[config.mk]
export PLATFORM = sky130hd
export DESIGN_NAME = perf_counter_unit
export DESIGN_NICKNAME = d
export VERILOG_FILES = /design/src/source/perf_pkg.sv /design/src/source/event_qualifier.sv /design/src/source/counter_bank.sv /design/src/source/counter_mmio_port.sv /design/src/source/perf_counter_unit.sv
export SDC_FILE = /design/constraint.sdc
export NUM_CORES = 1
export LEC_CHECK = 0
export BUFFER_PORTS_ARGS = -buffer_cell sky130_fd_sc_hd__buf_2
export CAP_MARGIN = 20
export CELL_PAD_IN_SITES_DETAIL_PLACEMENT = 0
export CELL_PAD_IN_SITES_GLOBAL_PLACEMENT = 2
export CORE_AREA = 2 2 157 159
export CTS_CLUSTER_DIAMETER = 60
export CTS_CLUSTER_SIZE = 20
export DETAILED_ROUTE_END_ITERATION = 12
export DIE_AREA = 0 0 159 161
export PLACE_DENSITY = 0.82
export SLEW_MARGIN = 20
export SYNTH_ARGS = -nofsm -noshare
export SYNTH_HDL_FRONTEND = slang
export SYNTH_HIERARCHICAL = 1
export SYNTH_SLANG_ARGS = --single-unit
[constraint.sdc]
create_clock -name clk -period 2.04 [get_ports clk]
set_input_delay 0.102 -clock clk [delete_from_list [all_inputs] [get_ports clk]]
set_output_delay 0.102 -clock clk [all_outputs]
set_load 0.05 [all_outputs]
[src/source/perf_pkg.sv]
package perf_pkg;

	// processor word, used for both addresses and data
	localparam int WORD_WIDTH = 16;

	typedef logic [WORD_WIDTH-1:0] word_t;

	// eight event counters live in the window
	localparam int NUM_COUNTERS = 8;

	// highest address of the counter window
	// counters sit at consecutive words going down from here
	localparam word_t WINDOW_TOP_ADDR = 16'hFFFF;

	// counter index, equal to window top minus the address
	// FFFF is TOTAL_BR, FFF8 is L2_MISS
	typedef enum logic [2:0] {
		TOTAL_BR = 3'd0,
		BR_MISP  = 3'd1,
		IC_HIT   = 3'd2,
		IC_MISS  = 3'd3,
		DC_HIT   = 3'd4,
		DC_MISS  = 3'd5,
		L2_HIT   = 3'd6,
		L2_MISS  = 3'd7
	} counter_id_t;

	// raw event word from the pipeline and caches, one per clock
	typedef struct packed {
		logic br_in_ex;
		logic br_taken;
		logic stall;
		logic ic_hit;
		logic ic_miss;
		logic dc_hit;
		logic dc_miss;
		logic l2_hit;
		logic l2_miss;
	} perf_events_t;

	// memory-mapped request, single cycle
	typedef struct packed {
		word_t addr;
		logic  read;
		logic  write;
		word_t wdata;
	} perf_req_t;

	// read response, one cycle after the request
	typedef struct packed {
		logic  rvalid;
		word_t rdata;
	} perf_rsp_t;

endpackage : perf_pkg

[src/source/event_qualifier.sv]
`timescale 1ns/1ps

module event_qualifier
(
	input  logic                                clk,
	input  logic                                reset,
	input  perf_pkg::perf_events_t              events,
	output logic [perf_pkg::NUM_COUNTERS-1:0]   inc
);

	// event word held for one cycle, keeps the pipeline paths short
	perf_pkg::perf_events_t events_q;

	// stall qualifier, shared by the branch and hit counters
	logic run;

	always_ff @(posedge clk)
	begin
		if (reset)
			events_q <= '0;
		else
			events_q <= events;
	end

	always_comb
	begin
		run = ~events_q.stall;
	end

	always_comb
	begin
		inc = '0;

		// branch counters only move while the pipeline advances,
		// otherwise one branch would count for every stalled cycle
		inc[perf_pkg::TOTAL_BR] = events_q.br_in_ex & run;

		// core predicts not-taken, so every taken branch is a mispredict
		inc[perf_pkg::BR_MISP] = events_q.br_in_ex & events_q.br_taken & run;

		// hits are stall gated too
		inc[perf_pkg::IC_HIT] = events_q.ic_hit & run;
		inc[perf_pkg::DC_HIT] = events_q.dc_hit & run;

		// misses and L2 traffic count as reported
		inc[perf_pkg::IC_MISS] = events_q.ic_miss;
		inc[perf_pkg::DC_MISS] = events_q.dc_miss;
		inc[perf_pkg::L2_HIT]  = events_q.l2_hit;
		inc[perf_pkg::L2_MISS] = events_q.l2_miss;
	end

endmodule : event_qualifier

[src/source/counter_bank.sv]
`timescale 1ns/1ps

module counter_bank
#(
	parameter int COUNTER_WIDTH = 16
)
(
	input  logic                                clk,
	input  logic                                reset,
	input  logic [perf_pkg::NUM_COUNTERS-1:0]   inc,
	input  logic [perf_pkg::NUM_COUNTERS-1:0]   clear,
	input  perf_pkg::counter_id_t               rd_index,
	output perf_pkg::word_t                     rd_value
);

	// one counter per event, indexed by counter_id_t
	logic [COUNTER_WIDTH-1:0] count [perf_pkg::NUM_COUNTERS];

	// clear wins over a same-cycle increment
	// counters wrap at 2**COUNTER_WIDTH
	always_ff @(posedge clk)
	begin
		for (int i = 0; i < perf_pkg::NUM_COUNTERS; i++)
		begin
			if (reset || clear[i])
			begin
				count[i] <= '0;
			end
			else if (inc[i])
			begin
				count[i] <= count[i] + 1'b1;
			end
		end
	end

	// readout of the selected counter, upper bits zero
	// when the counter is narrower than a word
	always_comb
	begin
		rd_value = '0;
		rd_value[COUNTER_WIDTH-1:0] = count[rd_index];
	end

endmodule : counter_bank

[src/source/counter_mmio_port.sv]
`timescale 1ns/1ps

module counter_mmio_port
#(
	parameter perf_pkg::word_t WINDOW_TOP = 16'hFFFF
)
(
	input  logic                                clk,
	input  logic                                reset,
	input  perf_pkg::perf_req_t                 req,
	input  perf_pkg::word_t                     rd_value,
	output perf_pkg::counter_id_t               rd_index,
	output logic [perf_pkg::NUM_COUNTERS-1:0]   clear,
	output perf_pkg::perf_rsp_t                 rsp
);

	localparam int IDX_WIDTH = $bits(perf_pkg::counter_id_t);

	// distance from the window top, doubles as counter index
	perf_pkg::word_t offset;

	logic in_window;
	logic rd_hit;
	logic zero_store;

	// registered response
	logic            rvalid_q;
	perf_pkg::word_t rdata_q;

	// address decode
	always_comb
	begin
		offset = WINDOW_TOP - req.addr;

		// addresses above the top would wrap into a small offset
		in_window = (req.addr <= WINDOW_TOP) &&
			(offset < perf_pkg::word_t'(perf_pkg::NUM_COUNTERS));

		rd_index = perf_pkg::counter_id_t'(offset[IDX_WIDTH-1:0]);
	end

	// only a store of zero clears, any other value is dropped
	always_comb
	begin
		zero_store = req.write && in_window && (req.wdata == '0);

		clear = '0;
		if (zero_store)
		begin
			clear[rd_index] = 1'b1;
		end
	end

	always_comb
	begin
		rd_hit = req.read && in_window;
	end

	always_ff @(posedge clk)
	begin
		if (reset)
			rvalid_q <= 1'b0;
		else
			rvalid_q <= rd_hit;
	end

	// rd_value is sampled before any same-edge clear takes effect,
	// so a read racing a clear returns the old count
	always_ff @(posedge clk)
	begin
		if (rd_hit)
			rdata_q <= rd_value;
	end

	always_comb
	begin
		rsp.rvalid = rvalid_q;
		rsp.rdata  = rdata_q;
	end

endmodule : counter_mmio_port

[src/source/perf_counter_unit.sv]
`timescale 1ns/1ps

module perf_counter_unit
#(
	parameter int              COUNTER_WIDTH = 16,
	parameter perf_pkg::word_t WINDOW_TOP    = perf_pkg::WINDOW_TOP_ADDR
)
(
	input  logic                    clk,
	input  logic                    reset,
	input  perf_pkg::perf_events_t  events,
	input  perf_pkg::perf_req_t     req,
	output perf_pkg::perf_rsp_t     rsp
);

	// qualified per-counter increments
	logic [perf_pkg::NUM_COUNTERS-1:0] inc;

	// one-hot clear from zero stores
	logic [perf_pkg::NUM_COUNTERS-1:0] clear;

	// readout path between port and bank
	perf_pkg::counter_id_t rd_index;
	perf_pkg::word_t       rd_value;

	event_qualifier i_event_qualifier
	(
		.clk    (clk),
		.reset  (reset),
		.events (events),
		.inc    (inc)
	);

	counter_bank
	#(
		.COUNTER_WIDTH (COUNTER_WIDTH)
	)
	i_counter_bank
	(
		.clk      (clk),
		.reset    (reset),
		.inc      (inc),
		.clear    (clear),
		.rd_index (rd_index),
		.rd_value (rd_value)
	);

	counter_mmio_port
	#(
		.WINDOW_TOP (WINDOW_TOP)
	)
	i_counter_mmio_port
	(
		.clk      (clk),
		.reset    (reset),
		.req      (req),
		.rd_value (rd_value),
		.rd_index (rd_index),
		.clear    (clear),
		.rsp      (rsp)
	);

endmodule : perf_counter_unit

== Word-level counts from Yosys, hierarchy flattened ==
Memory sizes are Yosys's and may differ from the RTL's. A register that Yosys moved wholly into a read port is not among the register bits.
Index checks and enable logic that the tools add are counted.

* Register bits: 10
* RAM bits: 128
* Input port bits: 45
* Output and inout bits: 17
* Logic and storage cells: 103
* Memories kept: 1

{| class="wikitable"
|+ Memories
! name !! words !! bits a word !! read ports !! clocked after Yosys merged registers in !! write ports !! line !! RTL
|-
| i_counter_bank.count || 8 || 16 || 9 || 1 || 8 || counter_bank.sv:17 || <nowiki>logic [COUNTER_WIDTH-1:0] count [perf_pkg::NUM_COUNTERS];</nowiki>
|}

* Add/subtract/negate cells: 9
* Magnitude comparators: 4
* Multiplexer cells: 51
* Bitwise operators: 14
* Reductions and logical operators: 14

{| class="wikitable"
|+ Operators by type and width
! kind !! count
|-
| adder 16 x 1 -> 16 bit (second input constant) || 8
|-
| 2-to-1 mux 16 bit || 8
|-
| 2-to-1 mux 1 bit || 41
|-
| less-or-equal comparator 16 bit (second input constant) || 1
|-
| zero test 16 bit || 1
|-
| < comparator 16 x 4 -> 1 bit (second input constant) || 1
|-
| subtractor 16 bit (first input constant) || 1
|-
| logical OR 1 bit || 8
|-
| 2-to-1 mux 8 bit || 1
|-
| OR 1 bit || 8
|-
| bitwise AND 1 bit || 5
|-
| logical AND 1 bit || 5
|-
| < comparator 3 x 4 -> 1 bit (second input constant) || 1
|-
| demux 1 bit (select 3 bit) || 1
|-
| greater-or-equal comparator 3 x 1 -> 1 bit (second input constant) || 1
|-
| NOT 1 bit || 1
|}

== Depth between registers and ports, before layout ==
* Depth in word-level cells: 10
* Gate-level depth with buffers: 8
* Gate-level depth less buffers: 7

== Modules after synthesis ==
Netlist, hierarchy kept.

{| class="wikitable"
|+ Modules (own cells, without submodules)
! module !! instances !! cells an instance !! area each (um2) !! sequential area each (um2)
|-
| counter_bank || 1 || 678 || 7616.1 || 3843.7
|-
| counter_mmio_port || 1 || 54 || 770.7 || 500.5
|-
| event_qualifier || 1 || 26 || 294.0 || 180.2
|}

== Least setup slack after synthesis ==
No wires, ideal clock.

* Kind: input port to flip-flop
* Start point: in req[31] in the netlist's numbering
* End point: reg i_counter_mmio_port.rdata_q[0] (read register of i_counter_bank.count) (enable)
* Library setup time: 0.389 ns
* Arrival time: 1.551 ns
* Required time: 1.651 ns
* Path slack: 0.100 ns
* Stages on the path: 4
* Buffers on the path: 1
* Cell sequence: nand4_1 > or4_4 > buf_6 > nor2_1

* Longest elaborated chain between the ends: 4
* Elaborated cells on any way between the ends: 5
* Those cells by class: add/sub (1); order compare (2); reduce/logical (2)

{| class="wikitable"
|+ RTL lines
! item !! line !! RTL
|-
| start: declaration || perf_counter_unit.sv:12 || <nowiki>input perf_pkg::perf_req_t req,</nowiki>
|-
| subtractor 16 bit || counter_mmio_port.sv:33 || <nowiki>offset = WINDOW_TOP - req.addr;</nowiki>
|-
| < comparator 16 x 4 -> 1 bit || counter_mmio_port.sv:37 || <nowiki>(offset < perf_pkg::word_t'(perf_pkg::NUM_COUNTERS));</nowiki>
|-
| logical AND 1 bit * || counter_mmio_port.sv:36 || <nowiki>in_window = (req.addr <= WINDOW_TOP) &&</nowiki>
|-
| logical AND 1 bit * || counter_mmio_port.sv:56 || <nowiki>rd_hit = req.read && in_window;</nowiki>
|-
| via i_counter_mmio_port.rd_hit || counter_mmio_port.sv:23 || <nowiki>logic rd_hit;</nowiki>
|-
| end: declaration || counter_mmio_port.sv:28 || <nowiki>perf_pkg::word_t rdata_q;</nowiki>
|}

The timed path passes the listed nets; every way through them passes the cells marked *.
A chain may end at the register's enable or synchronous reset.

==> impl_metrics.tcl <==
set metrics [dict create \
    crit_type "reg -> reg" \
    synth.largest_area_cell "edfxtp_1" \
    synthesis.yosys.warnings 6 \
    worstSetupStartpointType "flop" \
    synthMuxAreaShare_pct 10.42 \
    worst_path_largest_cell_delay_ns 0.51 \
    post_synth_inst_count 758 \
    placedCellCount 1160 \
    synth_fp_nets 811 \
    final-setup-viol-count 0 \
    postLayoutSetupSlackWorst_ns 0.2021 \
    yosys-top-cells-area "edfxtp_1, mux4_2, xnor2_1, nor2_1, xor2_1" \
    globalRouteMet3Util_pct 2.773 \
    post_synthesis_instance_area_um2 8681 \
    design.core.area_um2 23960 \
    synth-simple-area-share_pct 21.97 \
    master_of_the_slowest_instance_on_the_critical_path "or4_1" \
    yosys_register_bits 154 \
    report.final.hold_viol_count 0 \
    cts-root-buf "clkbuf_16" \
    run_status "completed" \
    required_ns 2.32 \
    drt-vias-per-instance 5.240 \
    gr-total-overflow 0 \
    post_synth_edffs 144 \
    drt-total-wl_um 21120 \
    synth_compound_gate_area_share_pct 1.773 \
    finalMaxSlewViolations 0 \
    port-buffer-count 61 \
    grt.met2_usage_pct 25.91 \
    regToRegSetupSlack_ns 0.20 \
    vertical_die_dimension_um 161 \
    relSlewSlack_pct 67.88 \
    cts_tree "built" \
    grt_max_degree 27 \
    hold_path_class "in -> reg" \
    worst_setup_path_endpoint "i_counter_bank/count[2][15]$_SDFFCE_PN0P_" \
    synthFlopType "edfxtp_1" \
    grt_first_pass_wirelength_um 34040 \
    cts-resized-gates 0 \
    number_of_drc_violations_after_detailed_routing 0 \
    yosys.area_share.adder_pct 1.153 \
    setup_bufs_post_cts 0 \
    timing.rr.start "i_counter_bank/count[2][6]$_SDFFCE_PN0P_" \
    rows 57 \
    hpwlAfterDp_um 15560 \
    total_negative_slack_ns 0 \
    worstSetupStartpoint "i_counter_bank/count[2][6]$_SDFFCE_PN0P_" \
    routed_wire_length_per_instance_um 17.57 \
    max_freq_mhz 544.1 \
    dieWidth_um 159 \
    fraction_of_registers_with_async_set_reset_pct 0 \
    initial_util_pct 36.23 \
    vdd.ir_drop.worst_mv 0.4049 \
    dpl_worst_slack_ns 0.02961 \
    critical_path.reg2reg.endpoint "i_counter_bank/count[2][15]$_SDFFCE_PN0P_" \
    synth_cell_type_count 39 \
    die_area_um2 25600 \
    drive_above_1_share_pct 22.32 \
    drt_pass1_iterations 4 \
    drtAntennaViolNets 0 \
    vias_in_the_first_global_route 6036 \
    synth_xor_xnor_area_share_pct 9.888 \
    routabilityCongestion 0.8415 \
    grtUsageMet1_pct 25.08 \
    grt_busiest_layer "met2" \
    cts.clk_slew.worst_paths_ns 0.06 \
    cap_viol_max_count 0 \
    period_share_pct 90.09 \
    timing_worst_slew_pin_value_ns 0.4818 \
    most_instantiated_library_cell_after_synthesis "edfxtp_1" \
    synth_top_cell_area_share_pct 49.81 \
    power_density_nw_per_um2 765.8 \
    regArea_um2 4524 \
    critical_path.endpoint_type "flop" \
    grt_setup_unrepaired "false" \
    clock_insertion_delay_worst_skew_ns 0.43 \
    cts_max_path_buffers 2 \
    worstRegToRegCells 4 \
    final_period_minus_worst_setup_slack_ns 1.838 \
    fillers 2263 \
    num-nets-final 918 \
    first_iter_violations 447 \
    skew_ns 0.009888 \
    p_leak_nw 3.566 \
    ctsHtreeMaxLevel 4 \
    syn-mean-instance-area_um2 11.45 \
    critical_path_arrival_ns 2.11 \
    design.portCount 62 \
    layout-area-overhead-vs-synth_pct 22.07 \
    cts_inserted_buffers 17 \
    layout.cells.non_filler 1202 \
    num_antenna_cells 0 \
    antenna_found_initial 0 \
    total_grt_usage_pct 17.12 \
    synth_top_cells_by_count "edfxtp_1, nor2_1, xnor2_1" \
    footprint_of_the_multi_input_gates_um2 3924 \
    hold_buffers 10 \
    critical_path.max_fanout 7 \
    via_count_of_the_routed_design 6299 \
    clock_sinks 154 \
    synth_seq_area_share_pct 52.12 \
    main_combinational_cell_family_by_area_after_synthesis "simple AND/OR/NAND/NOR gates" \
    cell_chain_of_the_critical_path "nand2_1 -> or3_1 -> or4_1 -> a21oi_1" \
]
## how the worst min path moves through the flow
stage / slack [ns] / cells after the start / endpoint / startpoint
2_1_floorplan: 0.17 / 1 / i_event_qualifier/events_q[3]$_SDFF_PP0_ / reset
3_3_place_gp: 0.31 / 2 / i_event_qualifier/events_q[8]$_SDFF_PP0_ / events[8]
3_5_place_dp: 0.32 / 2 / i_event_qualifier/inc[7]$_SDFF_PP0_ / events[0]
4_1_cts: 0.12 / 2 / i_event_qualifier/events_q[8]$_SDFF_PP0_ / reset
5_1_grt: 0.14 / 2 / i_event_qualifier/events_q[8]$_SDFF_PP0_ / reset
6_report: 0.12 / 2 / i_event_qualifier/inc[3]$_SDFF_PP0_ / reset
## layer usage
metal	vias to the layer above	part of all wire [%]	wire [µm]
met2	185	45	9469
met5	-	0	0
met1	3051	49	10410
met4	0	1.7	357
li1	3038	-	-
met3	25	4.2	885
## state kept, by name, summed over array words and instances (netlist names)
signal	flops
i_counter_bank/count	128
i_counter_mmio_port/rdata_q	16
i_event_qualifier/events_q	5
i_counter_mmio_port/rvalid_q	1
i_event_qualifier/inc	4
## stage by stage
stage / hold slack, ns / total power, mW / util (%) / cell area (µm²)
finish: 0.1248 / 8.114 / 44.22 / 10600
global route: 0.1371 / 8.388 / 44.22 / 10600
CTS: 0.1238 / 8.186 / 44.22 / 10600
detailed placement: 0.3159 / 4.654 / 41.10 / 9848
global placement: 0.3127 / 4.643 / 41.10 / 9848
floorplan: 0.1736 / 4.289 / - / 8681
## cells in the final DEF, fill, tap and decap left out, types with 3 or more instances in the layout
cell,netlist,routed
edfxtp_1,144,144
nor2_1,126,126
xnor2_1,67,67
buf_2,6,61
nand3_1,46,46
nand2_1,40,40
nand4_1,37,37
mux4_2,31,31
xor2_1,31,31
nor3_1,27,27
buf_4,5,27
nor4_1,26,26
inv_1,23,22
or3_1,20,20
buf_12,0,20
clkbuf_16,0,17
mux2_2,16,16
a21oi_1,13,13
nor2b_1,12,12
o21ai_0,11,11
dlygate4sd3_1,0,10
and3_1,10,10
dfxtp_1,10,10
ha_1,8,8
nor4_2,8,8
and4_1,7,7
clkbuf_1,16,6
bufinv_16,0,5
clkbuf_8,0,3
## report_power, final
group          internal [mW]  total (mW)  switching (mW)
registers               3.64        3.86           0.216
clock network           2.28        3.51            1.23
logic                  0.395       0.750           0.355
## cell type report
| type | instances | area share, % |
|---|---|---|
| well taps | 324 | 3.826 |
| inverters | 23 | 0.8147 |
| clock inverters | 6 | 1.500 |
| repair buffers | 118 | 9.517 |
| flip-flops and latches | 154 | 42.70 |
| multi-input cells | 551 | 37.03 |
| clock buffers | 26 | 4.617 |
## kinds of logic after synthesis
| logic type | after synthesis |
|---|---|
| and+or+nand+nor | 369 |
| DFF | 154 |
| xor gates and xnor gates | 98 |
| buffers and inverters | 53 |
| muxes | 48 |
| AOI/OAI and AO/OA | 28 |
| adders and majority gates | 8 |
## critical path, delay by kind of cell, from the launching register on
family / cells / cell delay, ns
AO/OA/AOI/OAI: 1 / 0.15
flip-flops: 1 / 0.47
AND/OR/NAND/NOR: 3 / 1.08
No activity file was read; power rests on OpenSTA's default activity.
